**config.mk**
```make
export PLATFORM = sky130hd
export DESIGN_NAME = memory_mapper
export DESIGN_NICKNAME = d
export VERILOG_FILES = /design/src/msx_bus_pkg.sv /design/src/mem_pkg.sv /design/src/memory_mapper.sv
export VERILOG_INCLUDE_DIRS = /design/src /design/src/src
export SDC_FILE = /design/constraint.sdc
export NUM_CORES = 1
export LEC_CHECK = 0
export ABC_CLOCK_PERIOD_IN_PS = 5500
export BUFFER_PORTS_ARGS = -buffer_cell sky130_fd_sc_hd__buf_2
export CAP_MARGIN = 20
export CORE_ASPECT_RATIO = 1.25
export CORE_UTILIZATION = 39
export CTS_BUF_LIST = sky130_fd_sc_hd__clkbuf_2 sky130_fd_sc_hd__clkbuf_4 sky130_fd_sc_hd__clkbuf_8
export DETAILED_ROUTE_END_ITERATION = 12
export PLACE_DENSITY = 0.67
export SLEW_MARGIN = 20
export SYNTH_ARGS = -nofsm -noshare
export SYNTH_HDL_FRONTEND = slang
export SYNTH_SLANG_ARGS = --single-unit
export TNS_END_PERCENT = 20
```
**constraint.sdc**
```tcl
create_clock -name clk108_w -period 5.5 [get_ports clk108_w]
set_input_delay 0.275 -clock clk108_w [delete_from_list [all_inputs] [get_ports clk108_w]]
set_output_delay 0.275 -clock clk108_w [all_outputs]
set_load 0.005 [all_outputs]
```
**src/cart_settings.svh**
```systemverilog
`ifndef CART_SETTINGS_SVH
`define CART_SETTINGS_SVH

// mapper segment registers sit on four consecutive io ports
`define CART_MAPPER_PORT_BASE 8'hFC

// boot image location in spi flash
`define CART_FLASH_BASE 24'h100000

// bytes copied into cartridge memory at power-up
`define CART_IMAGE_BYTES 32'd256

// byte address width of cartridge memory
`define CART_MEM_AW 16

// segment number width, four 16 KB segments by default
`define CART_SEG_W 2

// msel_n sequence length in clk108_w cycles
`define CART_DEMUX_PHASES 8

`endif

```
**src/msx_bus_pkg.sv**
```systemverilog
package msx_bus_pkg;

    typedef logic [15:0] msx_addr_t;   // cpu address
    typedef logic [7:0]  msx_data_t;

    // one captured bus cycle as seen through the pin multiplexer
    typedef struct packed {
        msx_addr_t addr;
        logic      merq_n;
        logic      iorq_n;
        logic      m1_n;
        logic      rd_n;      // filtered
        logic      wr_n;      // filtered
        logic      sltsl_n;   // filtered
    } bus_cycle_t;

endpackage

```
**src/mem_pkg.sv**
```systemverilog
`include "cart_settings.svh"

package mem_pkg;

    typedef logic [`CART_MEM_AW-1:0] mem_addr_t;   // physical byte address
    typedef logic [`CART_SEG_W-1:0]  seg_t;

    // master side of a wishbone classic cycle
    typedef struct packed {
        logic       cyc;
        logic       stb;
        logic       we;
        mem_addr_t  adr;
        logic [7:0] dat;
    } wb_req_t;

    typedef struct packed {
        logic       ack;
        logic [7:0] dat;    // valid with ack on reads
    } wb_rsp_t;

    typedef enum logic [1:0] {
        LDR_IDLE,
        LDR_COMMAND,
        LDR_READ,
        LDR_DONE
    } loader_state_e;

    typedef enum logic [1:0] {
        MAP_IDLE,
        MAP_ACCESS,
        MAP_HOLD
    } mapper_state_e;

endpackage

```
**src/memory_mapper.sv**
```systemverilog
`timescale 1ns/1ps
`include "cart_settings.svh"

module memory_mapper (
    input  logic                    clk108_w,
    input  logic                    ram_enabled_w,
    input  msx_bus_pkg::bus_cycle_t cycle,
    input  logic                    cycle_valid,
    input  msx_bus_pkg::msx_data_t  cdin,
    output mem_pkg::wb_req_t        wb_req,
    input  mem_pkg::wb_rsp_t        wb_rsp,
    output msx_bus_pkg::msx_data_t  cdout,
    output logic                    mem_drive,
    output logic                    port_drive
);

    mem_pkg::mapper_state_e state;
    mem_pkg::seg_t seg [4];     // one per 16 KB page
    logic armed;
    logic io_hit;
    logic io_wr;
    logic io_rd;
    logic start_mem;
    logic rd_done;

    assign armed  = (state == mem_pkg::MAP_IDLE) && cycle_valid;
    assign io_hit = !cycle.iorq_n && cycle.m1_n
        && ((cycle.addr[7:0] | 8'h03) == (`CART_MAPPER_PORT_BASE | 8'h03));
    assign io_wr  = armed && io_hit && !cycle.wr_n;
    assign io_rd  = armed && io_hit && !cycle.rd_n;
    assign start_mem = armed && !cycle.merq_n && !cycle.sltsl_n
        && !(cycle.rd_n && cycle.wr_n);
    assign rd_done = (state == mem_pkg::MAP_ACCESS) && wb_rsp.ack && !wb_req.we;

    always_ff @(posedge clk108_w or negedge ram_enabled_w) begin
        if (!ram_enabled_w) begin
            state      <= mem_pkg::MAP_IDLE;
            seg[0]     <= mem_pkg::seg_t'(3);
            seg[1]     <= mem_pkg::seg_t'(2);
            seg[2]     <= mem_pkg::seg_t'(1);
            seg[3]     <= mem_pkg::seg_t'(0);
            wb_req     <= '0;
            mem_drive  <= 1'b0;
            port_drive <= 1'b0;
        end else begin
            case (state)
                mem_pkg::MAP_IDLE: begin
                    if (io_wr) begin
                        seg[cycle.addr[1:0]] <= cdin[`CART_SEG_W-1:0];
                        state <= mem_pkg::MAP_HOLD;
                    end else if (io_rd) begin
                        port_drive <= 1'b1;
                        state      <= mem_pkg::MAP_HOLD;
                    end else if (start_mem) begin
                        wb_req <= '{cyc: 1'b1,
                                    stb: 1'b1,
                                    we:  !cycle.wr_n,
                                    adr: {seg[cycle.addr[15:14]], cycle.addr[13:0]},
                                    dat: cdin};
                        state  <= mem_pkg::MAP_ACCESS;
                    end
                end
                mem_pkg::MAP_ACCESS: if (wb_rsp.ack) begin
                    wb_req.cyc <= 1'b0;
                    wb_req.stb <= 1'b0;
                    mem_drive  <= !wb_req.we;
                    state      <= mem_pkg::MAP_HOLD;
                end
                default: if (cycle_valid && cycle.rd_n && cycle.wr_n) begin   // re-arm
                    mem_drive  <= 1'b0;
                    port_drive <= 1'b0;
                    state      <= mem_pkg::MAP_IDLE;
                end
            endcase
        end
    end

    // read byte for the cpu, port reads pad the segment with ones
    always_ff @(posedge clk108_w) begin
        if (io_rd)
            cdout <= {{(8 - `CART_SEG_W){1'b1}}, seg[cycle.addr[1:0]]};
        else if (rd_done)
            cdout <= wb_rsp.dat;
    end

    assert property (@(posedge clk108_w) disable iff (!ram_enabled_w)
        start_mem |-> !wb_req.cyc)
        else $error("mapper started an access with cyc already high");

endmodule

```
Word level (Yosys, flattened, before mapping)
Cells that the tools add are included.
{"block": "op_classes", "magnitude_cmp": 3, "eq_ne": 8, "n_mux": 28, "bitwise_logic": 6, "n_reduce_logical": 34}
{"operator": "2-to-1 mux 27 bit", "n": 3}
{"operator": "2-to-1 mux 2 bit", "n": 13}
{"operator": "logical AND 1 bit", "n": 15}
{"operator": "!= test 2 bit, second input constant", "n": 5}
{"operator": "binary-select mux 2 bit (select 2 bit)", "n": 2}
{"operator": "bitwise mux 8 bit", "n": 1}
{"operator": "one-hot mux 2 bit (2 select lines)", "n": 2}
{"operator": "AND reduction 4 bit", "n": 2}
{"operator": "nonzero test 2 bit", "n": 4}
{"operator": "zero test 1 bit", "n": 7}
{"operator": "== test 6 bit, second input constant", "n": 1}
{"operator": "greater-or-equal comparator 3 bit, second input constant", "n": 2}
{"operator": "NOT 2 -> 3 bit", "n": 2}
{"operator": "AND reduction 3 bit", "n": 2}
{"operator": "AND reduction 5 bit", "n": 1}
{"operator": "demux 2 bit (select 2 bit)", "n": 1}
{"operator": "2-to-1 mux 1 bit", "n": 4}
{"operator": "!= test 4 bit, second input constant", "n": 1}
{"operator": "NOT 1 bit", "n": 4}
{"operator": "one-hot mux 1 bit (2 select lines)", "n": 2}
{"operator": "less-than comparator 3 x 1 -> 1 bit, second input constant", "n": 1}
{"operator": "nonzero test 3 bit", "n": 1}
{"operator": "== test 2 x 1 -> 1 bit, second input constant", "n": 1}
{"operator": "zero test 2 bit", "n": 1}
{"operator": "AND reduction 2 bit", "n": 1}
{"block": "totals", "ff_bits": 47, "out_inout_bits": 37, "wordCells": 93}

Depth between registers and ports, before layout
Gate-level depths: netlist (run 1).
{"block": "logic_depth", "depth_word": 9, "mapped_depth": 5}

Worst setup path after synthesis (run 1)
No wires, ideal clock.
{"block": "synth_path", "kind": "register to register", "start": "reg state[0]", "end": "reg cdout[0], data pin", "setup_ps": 260, "arrival_ps": 1731, "required_ps": 5240, "path_slack_ps": 3509, "path_stages_with_launch": 6, "path_buffers": 2, "cell_sequence": "dfrtp_1 or3b_1 buf_2 or4_4 buf_6 mux2_4"}
{"block": "synth_between", "elab_chain_len": 5}
{"element": "start, declared", "line_no": "memory_mapper.sv:17", "source": "mem_pkg::mapper_state_e state;"}
{"element": "start signal, assigned", "line_no": "memory_mapper.sv:37", "source": "state <= mem_pkg::MAP_IDLE;"}
{"element": "start signal, assigned", "line_no": "memory_mapper.sv:50", "source": "state <= mem_pkg::MAP_HOLD;"}
{"element": "start signal, assigned", "line_no": "memory_mapper.sv:53", "source": "state <= mem_pkg::MAP_HOLD;"}
{"element": "zero test 2 bit", "line_no": "memory_mapper.sv:26", "source": "assign armed = (state == mem_pkg::MAP_IDLE) && cycle_valid;"}
{"element": "logical AND 1 bit", "line_no": "memory_mapper.sv:26"}
{"element": "logical AND 1 bit (2 in series)", "line_no": "memory_mapper.sv:30", "source": "assign io_rd = armed && io_hit && !cycle.rd_n;"}
{"element": "2-to-1 mux 2 bit", "line_no": "memory_mapper.sv:80", "source": "if (io_rd)"}
{"element": "end signal, assigned", "line_no": "memory_mapper.sv:81", "source": "cdout <= {{(8 - `CART_SEG_W){1'b1}}, seg[cycle.addr[1:0]]};"}
{"element": "end signal, assigned", "line_no": "memory_mapper.sv:83", "source": "cdout <= wb_rsp.dat;"}
{"element": "end, declared", "line_no": "memory_mapper.sv:12", "source": "output msx_bus_pkg::msx_data_t cdout,"}
Every way passes these cells.
A chain may end at the register's enable or synchronous reset.

Worst setup path after layout (run 1)
{"block": "layout_path", "start": "reg state[0]", "end": "reg cdout[1], data pin"}
The elaborated chain is that of the path after synthesis.

==> flow_results.org, run 1 <==
** Critical path
- Classification of the worst setup path :: reg2reg
- Worst setup startpoint :: state[0]
- The worst register-to-register path ends at cdout[1].
- In this run the worst setup path terminates at cdout[1].
- Worst reg-to-reg path cell count :: 3
- STA classifies the critical path endpoint as a flip-flop.
- Along the worst path, the maximum fanout reaches 10.
- For the worst setup path, the data required time is 5570 ps.
- FF-to-FF Start :: state[0]
- The worst setup path is launched from a flip-flop.
- Across all register-to-register paths, the minimum setup slack is 3480 ps.
- Arr. time, crit path :: 2080 ps

** Global routing
- Global-route wire length before repair :: 5980 microns
- Entering global routing, the biggest net connects 39 pins.
- Overall global routing resource usage :: 0.151
- Number of antenna violations at the first check in global routing :: 0
- Via count of the first global-routing pass :: 1305
- Remaining Overflow, GRT :: 0

** Run status
- Run status :: completed

** Drt
- Antenna Nets Post-Route :: 0
- The final layout contains routed wiring with a total length of 3830 microns.
- In the routed design, unresolved DRC markers number 0.
- Avg WL per Cell :: 13.8 microns
- DR iter-0 viols :: 34
- The routed layout has 1398 vias.
- Detail-routed via count per cell :: 5.03
- The first detailed-routing pass ran for 4 iterations.

** Timing
- Slew at the pin closest to its max-slew limit :: 819 ps
- Fmax :: 496 MHz
- Summed over all failing endpoints, the final setup total negative slack is 0 ps.
- Number of pins exceeding their max-slew limit in the final report :: 0
- Setup violations remaining at the end of the flow were counted as 0.
- Final critical-path setup slack :: 3480 ps
- Of the available clock period, the critical path in the final layout requires 0.367.
- Setup repair after global routing left no endpoint under its margin.
- Worst clock skew :: 10.2 ps
- Fin crit period :: 2020 ps
- Hold Slack :: 61.3 ps
- Max-Slew Margin vs Limit :: 0.454
- The number of endpoints with negative hold slack in the final report was 0.

** Final layout
- Number of nets at the end of the flow :: 259
- The area growth from synthesis to layout is 27.0%.
- 0 antenna diodes ended up in the layout.
- In the final layout, the share of cells above drive strength 1 is 0.624.
- Final design instance area without fill :: 0.00252 sq mm

** Place
- Worst slack at placement :: 3420 ps
- The count of buffers added on input and output ports is 78.
- Routability-driven placement finished with a final weighted congestion of 0.736.
- Summing all placed instances gives a cell area of 0.00243 sq mm.

** Clock network
- After clock tree synthesis, the repair step resized 0 gates.
- For this design, the CTS-stage hold fixing added 0 buffers.
- CTS placed an instance of sky130_fd_sc_hd__clkbuf_8 at the clock tree root.
- Clock-pin slew of the registers on the worst-case setup and hold paths :: 90 ps
- Buffers inserted during clock tree synthesis total 5.
- Clk sink count :: 46
- At the later pin of the worst-skew pair, clock insertion delay measures 300 ps.
- TritonCTS built the clock tree.
- Deepest clock path buffer count :: 2
- CTS built an H-tree with a depth of 2.
- Number of setup buffers added after CTS :: 0

** Floorplan
- DIE HEIGHT :: 81.8 microns
- The die is 65.8 microns wide.
- 79 I/O pins were placed.
- In this run the core area contains 28 standard-cell rows.
- The total area inside the core boundary comes to 0.00480 sq mm.
- Die area :: 0.00538 sq mm
- The initial utilization of the core area, before any placement, comes to 0.413.

** Job
- Count of maximum capacitance violations :: 0

** Synthesis
- For this run, asynchronously set or reset flops after synthesis account for 0.826.
- Yosys printed 0 warnings.
- Synth Cell Area :: 0.00198 sq mm
- Register bit count reported by yosys :: 46
- Number of flops mapped to enable cells by yosys :: 2
- Number of different library cells in the post-synthesis netlist :: 34
- Gate Count Post-Synth :: 136
- Average cell area after synthesis :: 14.6 sq um
- Total nets after synthesis :: 178
- Top FF cell, synth :: sky130_fd_sc_hd__dfrtp_1
- Of the synthesized area, sequential elements account for 0.573.

** Power
- Leakage component of the power :: 1.23 nW
- Power spread over the standard cell area amounts to 414 mW/mm^2.
- VDD sags by at most 0.242 mV.

** Worst hold path
- Worst min path class :: in2async
synth_stat cells (2+ instances only):
cell / n / share of area
sky130_fd_sc_hd__nand3b_1: 2 / 0.0076
sky130_fd_sc_hd__o21ai_0: 2 / 0.0050
sky130_fd_sc_hd__dfrtp_1: 34 / 0.43
sky130_fd_sc_hd__mux2_2: 33 / 0.19
sky130_fd_sc_hd__inv_1: 3 / 0.0057
sky130_fd_sc_hd__dfstp_2: 4 / 0.053
sky130_fd_sc_hd__nor4_1: 4 / 0.013
sky130_fd_sc_hd__mux2_4: 2 / 0.015
sky130_fd_sc_hd__or3b_2: 2 / 0.0088
sky130_fd_sc_hd__buf_2: 3 / 0.0076
sky130_fd_sc_hd__edfxtp_1: 2 / 0.030
sky130_fd_sc_hd__mux4_2: 4 / 0.045
sky130_fd_sc_hd__nand2_1: 8 / 0.015
sky130_fd_sc_hd__nand4_1: 2 / 0.0063
sky130_fd_sc_hd__a21boi_0: 2 / 0.0076
sky130_fd_sc_hd__dfxtp_1: 6 / 0.061
sky130_fd_sc_hd__mux2i_1: 6 / 0.030
metrics by stage:
| stage | cells | power, mW | util |
|---|---|---|---|
| after floorplan | 136 | 0.684 | - |
| after global placement | 270 | 0.838 | 0.506 |
| after detailed placement | 270 | 0.848 | 0.506 |
| after CTS | 278 | 1.06 | 0.525 |
| after global routing | 278 | 1.12 | 0.525 |
| final | 278 | 1.04 | 0.525 |
cell type report:
| cell class | instances | area, sq um |
|---|---|---|
| repair buffers | 80 | 405 |
| multi-input cells | 81 | 800 |
| inverters | 3 | 11.3 |
| clock buffers | 5 | 68.8 |
| well taps | 60 | 75.1 |
| clock inverters | 3 | 25.0 |
| fillers | 421 | 2280 |
| flip-flops and latches | 46 | 1140 |
worst min-delay path by stage:
stage / endpoint / start / cells past startpoint
6_report: state[0] / ram_enabled_w / 1
5_1_grt: state[0] / ram_enabled_w / 1
4_1_cts: state[0] / ram_enabled_w / 1
3_5_place_dp: wb_req[9] / ram_enabled_w / 1
3_3_place_gp: wb_req[13] / ram_enabled_w / 1
2_1_floorplan: mem_drive / ram_enabled_w / 0
placed cells by master, fill, tap and decap left out, types with 2 or more instances in the layout:
cell and n:
sky130_fd_sc_hd__a21boi_0 2, sky130_fd_sc_hd__buf_2 78, sky130_fd_sc_hd__buf_4 2, sky130_fd_sc_hd__clkbuf_8 5
sky130_fd_sc_hd__dfrtp_1 34, sky130_fd_sc_hd__dfstp_2 4, sky130_fd_sc_hd__dfxtp_1 6, sky130_fd_sc_hd__edfxtp_1 2
sky130_fd_sc_hd__inv_1 3, sky130_fd_sc_hd__mux2_2 33, sky130_fd_sc_hd__mux2_4 2, sky130_fd_sc_hd__mux2i_1 6
sky130_fd_sc_hd__mux4_2 4, sky130_fd_sc_hd__nand2_1 8, sky130_fd_sc_hd__nand3b_1 2, sky130_fd_sc_hd__nand4_1 2
sky130_fd_sc_hd__nor4_1 4, sky130_fd_sc_hd__o21ai_0 2, sky130_fd_sc_hd__or3b_2 2
cells by family after synthesis:
| kind of cell | Yosys count | share of synthesized area |
|---|---|---|
| mux | 45 | 0.278 |
| compound gates | 11 | 0.0448 |
| buf+inv | 9 | 0.0246 |
| simple gates | 25 | 0.0801 |
| flops | 46 | 0.573 |
per-layer routing:
layer	track usage	routed length (microns)	share of wire	vias up
met5	0	0	0	-
li1	-	-	-	662
met1	0.189	1650	0.43	676
met2	0.257	1910	0.50	53
met3	0.0250	216	0.056	7
met4	0.0587	55	0.014	0
worst max-delay path: stages (launching register included):
cell and delay (ps):
sky130_fd_sc_hd__dfrtp_1 440, sky130_fd_sc_hd__or3b_1 480, sky130_fd_sc_hd__or4_4 530, sky130_fd_sc_hd__mux2_4 320
sequential cells by signal, indices dropped and copies added (netlist names):
signal	flops
mem_drive	1
wb_req	26
cdout	8
seg	8
state	2
port_drive	1
where the power goes:
group	switching [mW]	internal, mW
combinational	0.122	0.185
clock	0.119	0.0917
sequential	0.0661	0.461
total	0.307	0.738
Power figures use the tool's default switching activity.
==> run 2: changes to the inputs <==
--- a/config.mk
+++ b/config.mk
@@ -6,14 +6,14 @@
 export SDC_FILE = /design/constraint.sdc
 export NUM_CORES = 1
 export LEC_CHECK = 0
-export ABC_CLOCK_PERIOD_IN_PS = 5500
+export ABC_CLOCK_PERIOD_IN_PS = 1800
 export BUFFER_PORTS_ARGS = -buffer_cell sky130_fd_sc_hd__buf_2
 export CAP_MARGIN = 20
 export CORE_ASPECT_RATIO = 1.25
 export CORE_UTILIZATION = 39
 export CTS_BUF_LIST = sky130_fd_sc_hd__clkbuf_2 sky130_fd_sc_hd__clkbuf_4 sky130_fd_sc_hd__clkbuf_8
 export DETAILED_ROUTE_END_ITERATION = 12
-export PLACE_DENSITY = 0.67
+export PLACE_DENSITY = 0.69
 export SLEW_MARGIN = 20
 export SYNTH_ARGS = -nofsm -noshare
 export SYNTH_HDL_FRONTEND = slang
==> constraint.sdc (replaced) <==
create_clock -name clk108_w -period 1.8 [get_ports clk108_w]
set_input_delay 0.09 -clock clk108_w [delete_from_list [all_inputs] [get_ports clk108_w]]
set_output_delay 0.09 -clock clk108_w [all_outputs]
set_load 0.005 [all_outputs]
==> run 2 against run 1 <==
- die area unchanged
- total power grew to 3.3 times the previous value
- clock-buffer cell count rose by 2
- via count is 5.4% higher
- global-route usage increased by 2.3 points
- maximum frequency increased by 13%
- register-to-register slack got worse by 3500 ps
- first-iteration DRC count increased by 26%
- flip-flop and latch count stayed put
- clock power rose to 3.8 times the previous value
- critical path type unchanged
- combinational power increased to 3.3 times the previous value
- sequential power increased to 3.0 times the previous value
==> flow_results.org, run 2 (synthesis gave the netlist of run 1 again) <==
** Run status
- Run status :: completed

** Timing
- Number of hold-slack violations in the final timing report :: 0 (unchanged)
- The maximum achievable frequency is 559 MHz (+13%).
- Number of pins exceeding their max-slew limit in the final report :: 0 (unchanged)
- The transition time at the pin with the least slew margin is 523 ps (-296 ps).
- Final total negative setup slack :: 0 ps (unchanged)
- The worst max-slew margin expressed relative to the limit was 0.652 (+0.198).
- RSZ-0062 raised after global routing :: true
- Worst clock skew :: 11.5 ps (+1.27 ps)
- Finish-stage setup viols :: 0 (unchanged)
- Final critical-path setup slack :: 10.8 ps (-3470 ps)
- The final critical path time including I/O delays and setup was 1790 ps (-229 ps).
- Share of the clock period used by the worst path after layout :: 0.994 (+0.627)

** Floorplan
- Cell row count :: 28 (unchanged)
- Boundary pin count :: 79 (unchanged)
- DIE HEIGHT :: 81.8 microns (unchanged)
- The initial cell density of the core is 0.413 (unchanged).
- Die area :: 0.00538 sq mm (unchanged)
- Die span in x :: 65.8 microns (unchanged)
- Core region area :: 0.00480 sq mm (unchanged)

** Final layout
- Most common cell after layout, fill and taps aside :: sky130_fd_sc_hd__buf_2
- Compared with the post-synthesis result, the final layout area differs by 33.7%.
- More flip-flops sit in one register than any other, and that register is wb_req.
- Highest-count cells in the layout ignoring fill and taps :: sky130_fd_sc_hd__buf_2, sky130_fd_sc_hd__dfrtp_1, sky130_fd_sc_hd__mux2_2, sky130_fd_sc_hd__buf_4, sky130_fd_sc_hd__nand2_1
- Share of layout cells above drive strength 1 :: 0.655 (+0.0312)
- Number of flip-flops under the largest register name :: 26 (unchanged)
- Share of the core filled with cells in the final layout :: 0.553 (+0.0276)
- Biggest regs :: wb_req: 26 flops, cdout: 8 flops, seg: 8 flops
- The layout net count is 270 (+4.2%).
- The number of inserted diodes was 0 (unchanged).
- Final cell count without fillers :: 289 (+4.0%)

** Critical path
- Number of buffer and inverter instances along the worst setup path :: 0 (unchanged)
- Critical Path, Cell by Cell :: or3b_4 > or4_4 > mux2_4
- CP max-delay cell :: sky130_fd_sc_hd__or4_4
- The number of cells on the worst reg-to-reg path is 3 (unchanged).
- The required time reported for the critical path endpoint came to 1860 ps (-3710 ps).
- In this run the critical register-to-register path is captured at cdout[1].
- The highest cell delay on the worst timing path came to 460 ps (-70 ps).
- The startpoint identified for the worst register-to-register timing path is state[1].
- The data arrival time of the worst path was 1850 ps (-230 ps).
- The largest fanout on the critical path was 4 (-6).
- The worst setup path is of the reg2reg kind.
- Type of destination of the critical path :: flip-flop
- Register-to-Register Setup Slack :: 10 ps (-3470 ps)
- Kind of start point of the critical path :: flip-flop
- Broken down by cell family, the worst path's largest delay share belongs to simple AND/OR/NAND/NOR gates.

** Clock network
- Clock buffers created by TritonCTS :: 5 (unchanged)
- Clock-pin slew of the registers on the worst-case setup and hold paths :: 90 ps (about the same)
- The maximum root-to-sink buffer count is 2 (unchanged).
- The post-CTS repair timing setup buffer count was 0 (unchanged).
- Cell at the root of the clock tree :: sky130_fd_sc_hd__clkbuf_8
- The clock latency on the worst-skew pair came to 300 ps (about the same).
- TritonCTS built the clock tree.
- The H-tree depth came to 2 (unchanged).
- The clock net sink count is 46 (unchanged).

** Global routing
- Pin count of the biggest net entering global routing :: 24 (-38%)
- The global-route wire length before repair was 6880 microns (+15%).
- Remaining Overflow, GRT :: 0 (unchanged)
- Overall global routing resource usage :: 0.174 (+0.0229)
- Number of antenna violations at the first check in global routing :: 0 (unchanged)
- Via count of the first global-routing pass :: 1499 (+15%)

** Worst hold path
- The min-delay analysis places its worst path in the category in2reg.
- For hold timing, the worst endpoint is wb_req[6].
- The worst hold path begins at cdin[6].
- Counting instances, the worst hold path has a depth of 2.

** Power
- The total leakage power was 1.30 nW (+5.6%).
- Power per unit of standard cell area :: 1290 mW/mm^2 (+210%)
- The maximum VDD drop came to 0.730 mV (+200%).
- Post-layout total power :: 3.42 mW (+230%)

** Drt
- The wire length per cell was 14.8 microns (+7.3%).
- Detail-routed via count per cell :: 5.10 (+1.4%)
- Remaining design rule violation count :: 0 (unchanged)
- The number of nets still failing antenna checks after routing was 0 (unchanged).
- The total wirelength of the detailed-routed design was 4270 microns (+12%).
- DR iter-0 viols :: 43 (+26%)
- First-pass detailed-route iteration total :: 4 (unchanged)
- The number of vias in the routed layout was 1473 (+5.4%).

** Place
- Hpwl dp :: 3330 microns
- The post-place setup slack came to -46.0 ps (-3470 ps).
- The number of I/O port buffers came to 78 (unchanged).
- The last weighted congestion value of the routability-driven placer was 0.808 (+9.8%).
- The placed cell count was 280 (+3.7%).

** Job
- The number of maximum-capacitance violations is 0 (unchanged).
==> run 2: worst max path at each step <==
| stage | startpoint | endpoint | slack, ps | depth (start not counted) |
|---|---|---|---|---|
| after floorplan | state[0] | cdout[0] | -190 | 5 |
| after global placement | state[0] | cdout[1] | 20 | 3 |
| after detailed placement | state[0] | seg[6] | -50 | 4 |
| after CTS | state[0] | cdout[0] | 2 | 3 |
| after global routing | state[1] | cdout[1] | -10 | 3 |
| final | state[1] | cdout[1] | 10 | 3 |
==> run 2: worst register-to-register path: stages, from the launching register on <==
cell and delay (ps):
sky130_fd_sc_hd__dfrtp_1 380, sky130_fd_sc_hd__or3b_4 390, sky130_fd_sc_hd__or4_4 460, sky130_fd_sc_hd__mux2_4 310
==> run 2: cell type report <==
type                       instances  area [sq um]
inverter                           3          11.3
tap                               60          75.1
clock buffer                       7          90.1
clock inverter                     1          30.0
multi-input combinational         81           821
fill                             429          2150
sequential                        46          1140
timing repair buffer              91           490
==> run 2: metrics by stage <==
stage / hold slack (ps) / cell area [sq um]
floorplan: -206 / 1980
global placement: 96.5 / 2500
detailed placement: 97.5 / 2500
CTS: 4.80 / 2650
global route: 7.85 / 2650
finish: 10.8 / 2650
==> run 2: what timing repair did <==
action / in CTS / in global routing
setup endpoints to repair: 4 / 6
hold endpoints to repair: 19 / 0
hold buffers: 1 / 0
pin swaps: 0 / 1
gates resized for setup: 2 / 2
==> run 2: per-layer routing <==
layer / global-route usage / routed length [microns] / up-vias
li1: - / - / 685
met1: 0.200 / 1750 / 720
met3: 0.0431 / 262 / 6
met5: 0 / 0 / -
met2: 0.306 / 2190 / 62
met4: 0.0674 / 58 / 0
==> run 2: power by group <==
group / total (mW) / switching [mW] / internal [mW]
logic: 1.02 / 0.414 / 0.610
clock network: 0.804 / 0.337 / 0.468
registers: 1.59 / 0.178 / 1.41
total: 3.42 / 0.929 / 2.49
==> run 3: changes to the inputs <==
--- a/config.mk
+++ b/config.mk
@@ -6,14 +6,13 @@
 export SDC_FILE = /design/constraint.sdc
 export NUM_CORES = 1
 export LEC_CHECK = 0
-export ABC_CLOCK_PERIOD_IN_PS = 1800
 export BUFFER_PORTS_ARGS = -buffer_cell sky130_fd_sc_hd__buf_2
 export CAP_MARGIN = 20
 export CORE_ASPECT_RATIO = 1.25
 export CORE_UTILIZATION = 39
 export CTS_BUF_LIST = sky130_fd_sc_hd__clkbuf_2 sky130_fd_sc_hd__clkbuf_4 sky130_fd_sc_hd__clkbuf_8
 export DETAILED_ROUTE_END_ITERATION = 12
-export PLACE_DENSITY = 0.69
+export PLACE_DENSITY = 0.67
 export SLEW_MARGIN = 20
 export SYNTH_ARGS = -nofsm -noshare
 export SYNTH_HDL_FRONTEND = slang
==> constraint.sdc (replaced) <==
create_clock -name clk108_w -period 2.1 [get_ports clk108_w]
set_input_delay 0.105 -clock clk108_w [delete_from_list [all_inputs] [get_ports clk108_w]]
set_output_delay 0.105 -clock clk108_w [all_outputs]
set_load 0.005 [all_outputs]
==> run 3 against run 2 <==
- via count shrank 2.7%
- flip-flop and latch count stayed put
- routed wire length shrank 9.2%
- hold slack better by 18 ps
- critical path depth up 1
- critical endpoint is now seg[1]
- largest power group unchanged
==> flow_results.org, run 3 (synthesis gave the netlist of run 1 again) <==
** Run status
- The flow ran to the end, and the final reports show no timing, DRC or antenna violations.

** Timing
- RSZ-0062 raised after global routing :: false
- Fin crit period :: 1910 ps (+123 ps)
- Share of the clock period used by the worst path after layout :: 0.911 (-0.0834)
- Finish-stage setup viols :: 0 (unchanged)
- The setup skew after layout is 6.97 ps (-4.55 ps).
- The worst max-slew margin expressed relative to the limit is 0.440 (-0.211).
- The final-layout setup total negative slack came to 0 ps (unchanged).
- Fmax :: 523 MHz (-6.4%)
- The transition time at the pin with the least slew margin was 840 ps (+317 ps).
- Number of pins exceeding their max-slew limit in the final report :: 0 (unchanged)
- The number of endpoints with negative hold slack in the final report is 0 (unchanged).

** Final layout
- The largest registers in the layout are wb_req: 26 flops, cdout: 8 flops, seg: 8 flops.
- # diodes :: 0 (unchanged)
- The flip-flop count of the largest register after layout came to 26 (unchanged).
- The share of final-layout standard cells stronger than drive strength 1 was 0.629 (-0.0256).
- Number of nets at the end of the flow :: 265 (-1.9%)
- Synth-to-layout area growth :: 31.9%
- The final core area utilization was 0.545 (-0.00756).
- Top register by number of flip-flops :: wb_req
- The library cell used most frequently in the layout, excluding fill and tap cells, is sky130_fd_sc_hd__buf_2.
- Highest-count cells in the layout ignoring fill and taps :: sky130_fd_sc_hd__buf_2, sky130_fd_sc_hd__dfrtp_1, sky130_fd_sc_hd__mux2_2, sky130_fd_sc_hd__nand2_1, sky130_fd_sc_hd__buf_4

** Global routing
- The maximum number of pins on one net before global-route repair came to 39 (+63%).
- The global-route usage over all layers came to 0.156 (-0.0173).
- Met3 Track Usage GR :: 0.0486 (+0.00556)
- met2 is the most crowded layer.
- The met1 capacity usage during global routing was 0.196 (-0.00378).
- The total congestion overflow came to 0 (unchanged).
- The global-route wire length before repair came to 6210 microns (-9.7%).
- The met2 layer usage reported by global route was 0.259 (-0.0469).
- The number of antenna violations at the first check in global routing was 0 (unchanged).
- Via count of the first global-routing pass :: 1333 (-11%)

** Power
- Power per unit of standard cell area :: 1140 mW/mm^2 (-11%)
- The maximum VDD drop was 0.646 mV (-12%).
- Leakage component of the power :: 1.29 nW (-1.2%)

** Clock network
- CTS tree :: yes
- The post-CTS repair timing setup buffer count came to 0 (unchanged).
- Count of hold-fix buffers inserted at cts :: 1 (unchanged)
- Count of cells resized by post-cts repair :: 0 (-2)
- Cell at the root of the clock tree :: sky130_fd_sc_hd__clkbuf_8
- The clock slew seen by the registers of the worst setup and hold paths is 80 ps (about the same).
- Total number of H-tree levels :: 2 (unchanged)
- Clk Latency, worst-skew pair :: 290 ps (about the same)
- Deepest clock path buffer count :: 2 (unchanged)
- The number of buffers inserted during clock tree synthesis came to 5 (unchanged).
- The clock net sink count came to 46 (unchanged).

** Place
- Hpwl dp :: 2990 microns (-10%)
- Port-buffer cells :: 78 (unchanged)
- Final weighted congestion in routability-driven placement :: 0.799 (-1.1%)

** Drt
- The number of iterations in the first detailed-routing pass came to 4 (unchanged).
- Vias post-DR :: 1433 (-2.7%)
- The number of DRC violations after detailed-routing iteration 0 was 27 (-37%).
- The total wirelength of the detailed-routed design was 3880 microns (-9.2%).
- The via density per instance was 5.05 (-1.0%).
- The number of nets still failing antenna checks after routing came to 0 (unchanged).
- Remaining design rule violation count :: 0 (unchanged)
- Avg WL per Cell :: 13.7 microns (-7.6%)

** Floorplan
- The total core area was 0.00480 sq mm (unchanged).
- The number of primary I/O pins is 79 (unchanged).
- The initial cell density of the core came to 0.413 (unchanged).
- Die span in x :: 65.8 microns (unchanged)
- Cell row count :: 28 (unchanged)
- DIE HEIGHT :: 81.8 microns (unchanged)
- Die area :: 0.00538 sq mm (unchanged)

** Critical path
- The critical path is of the reg2reg type.
- Maximum fanout count along the critical path :: 6 (+2)
- Arr. time, crit path :: 2100 ps (+250 ps)
- Kind of start point of the critical path :: flip-flop
- STA classifies the critical path endpoint as a flip-flop.
- Required time at the endpoint of the critical path :: 2290 ps (+430 ps)

** Job
- The number of maximum-capacitance violations was 0 (unchanged).

** Worst hold path
- In this run the worst hold path is classified as in2reg.
==> run 3: cell count changes in the layout (fill, tap and decap cells not counted), sizes merged <==
cell / change
buf: -5
bufinv: +1
clkbuf: -1
==> run 3: power breakdown <==
part / internal (mW) / switching (mW) / total, mW
Sequential: 1.21 / 0.151 / 1.36
Clock: 0.507 / 0.287 / 0.794
Combinational: 0.507 / 0.334 / 0.842
Total: 2.22 / 0.772 / 2.99
==> run 3: worst paths after layout <==
path	from	endpoint	slack, ps	depth (start not counted)
min in group asynchronous	ram_enabled_w	wb_req[9]	440	2
max	state[0]	seg[1]	190	4
min reg2reg	cdout[3]	cdout[3]	470	2
max reg2reg	state[0]	seg[1]	190	4
min	wb_rsp[4]	cdout[4]	30	3
max in group asynchronous	ram_enabled_w	mem_drive	1120	2
==> run 3: area by class of cell <==
cell class,count,area [sq um]
multi-input combinational,81,800
tap,60,75.1
sequential,46,1140
clock inverter,2,60.1
timing repair buffer,86,453
fill,416,2180
clock buffer,6,82.6
inverter,3,11.3
==> run 3: critical path, cell delays in order (launching register included) <==
cell and delay [ps]:
sky130_fd_sc_hd__dfrtp_1 420, sky130_fd_sc_hd__or3b_1 410, sky130_fd_sc_hd__buf_4 170, sky130_fd_sc_hd__nor4_1 420, sky130_fd_sc_hd__mux2_2 390
==> run 3: per-layer routing <==
metal  up-vias  wire [microns]
met1       700            1670
met2        53            1950
met4         0              32
li1        677               -
met3         3             224
met5         -               0
==> run 3: per-stage QoR <==
step                hold slack, ps  setup slack, ps  instance area [sq um]  instances  total power, mW
global route                  17.1             87.3                   2620        284             3.20
floorplan                     -191              109                   1980        136             1.79
global placement               264              219                   2460        275             2.22
finish                        29.0              188                   2620        284             2.99
detailed placement             261              187                   2460        275             2.24
CTS                           20.7              170                   2620        284             3.04
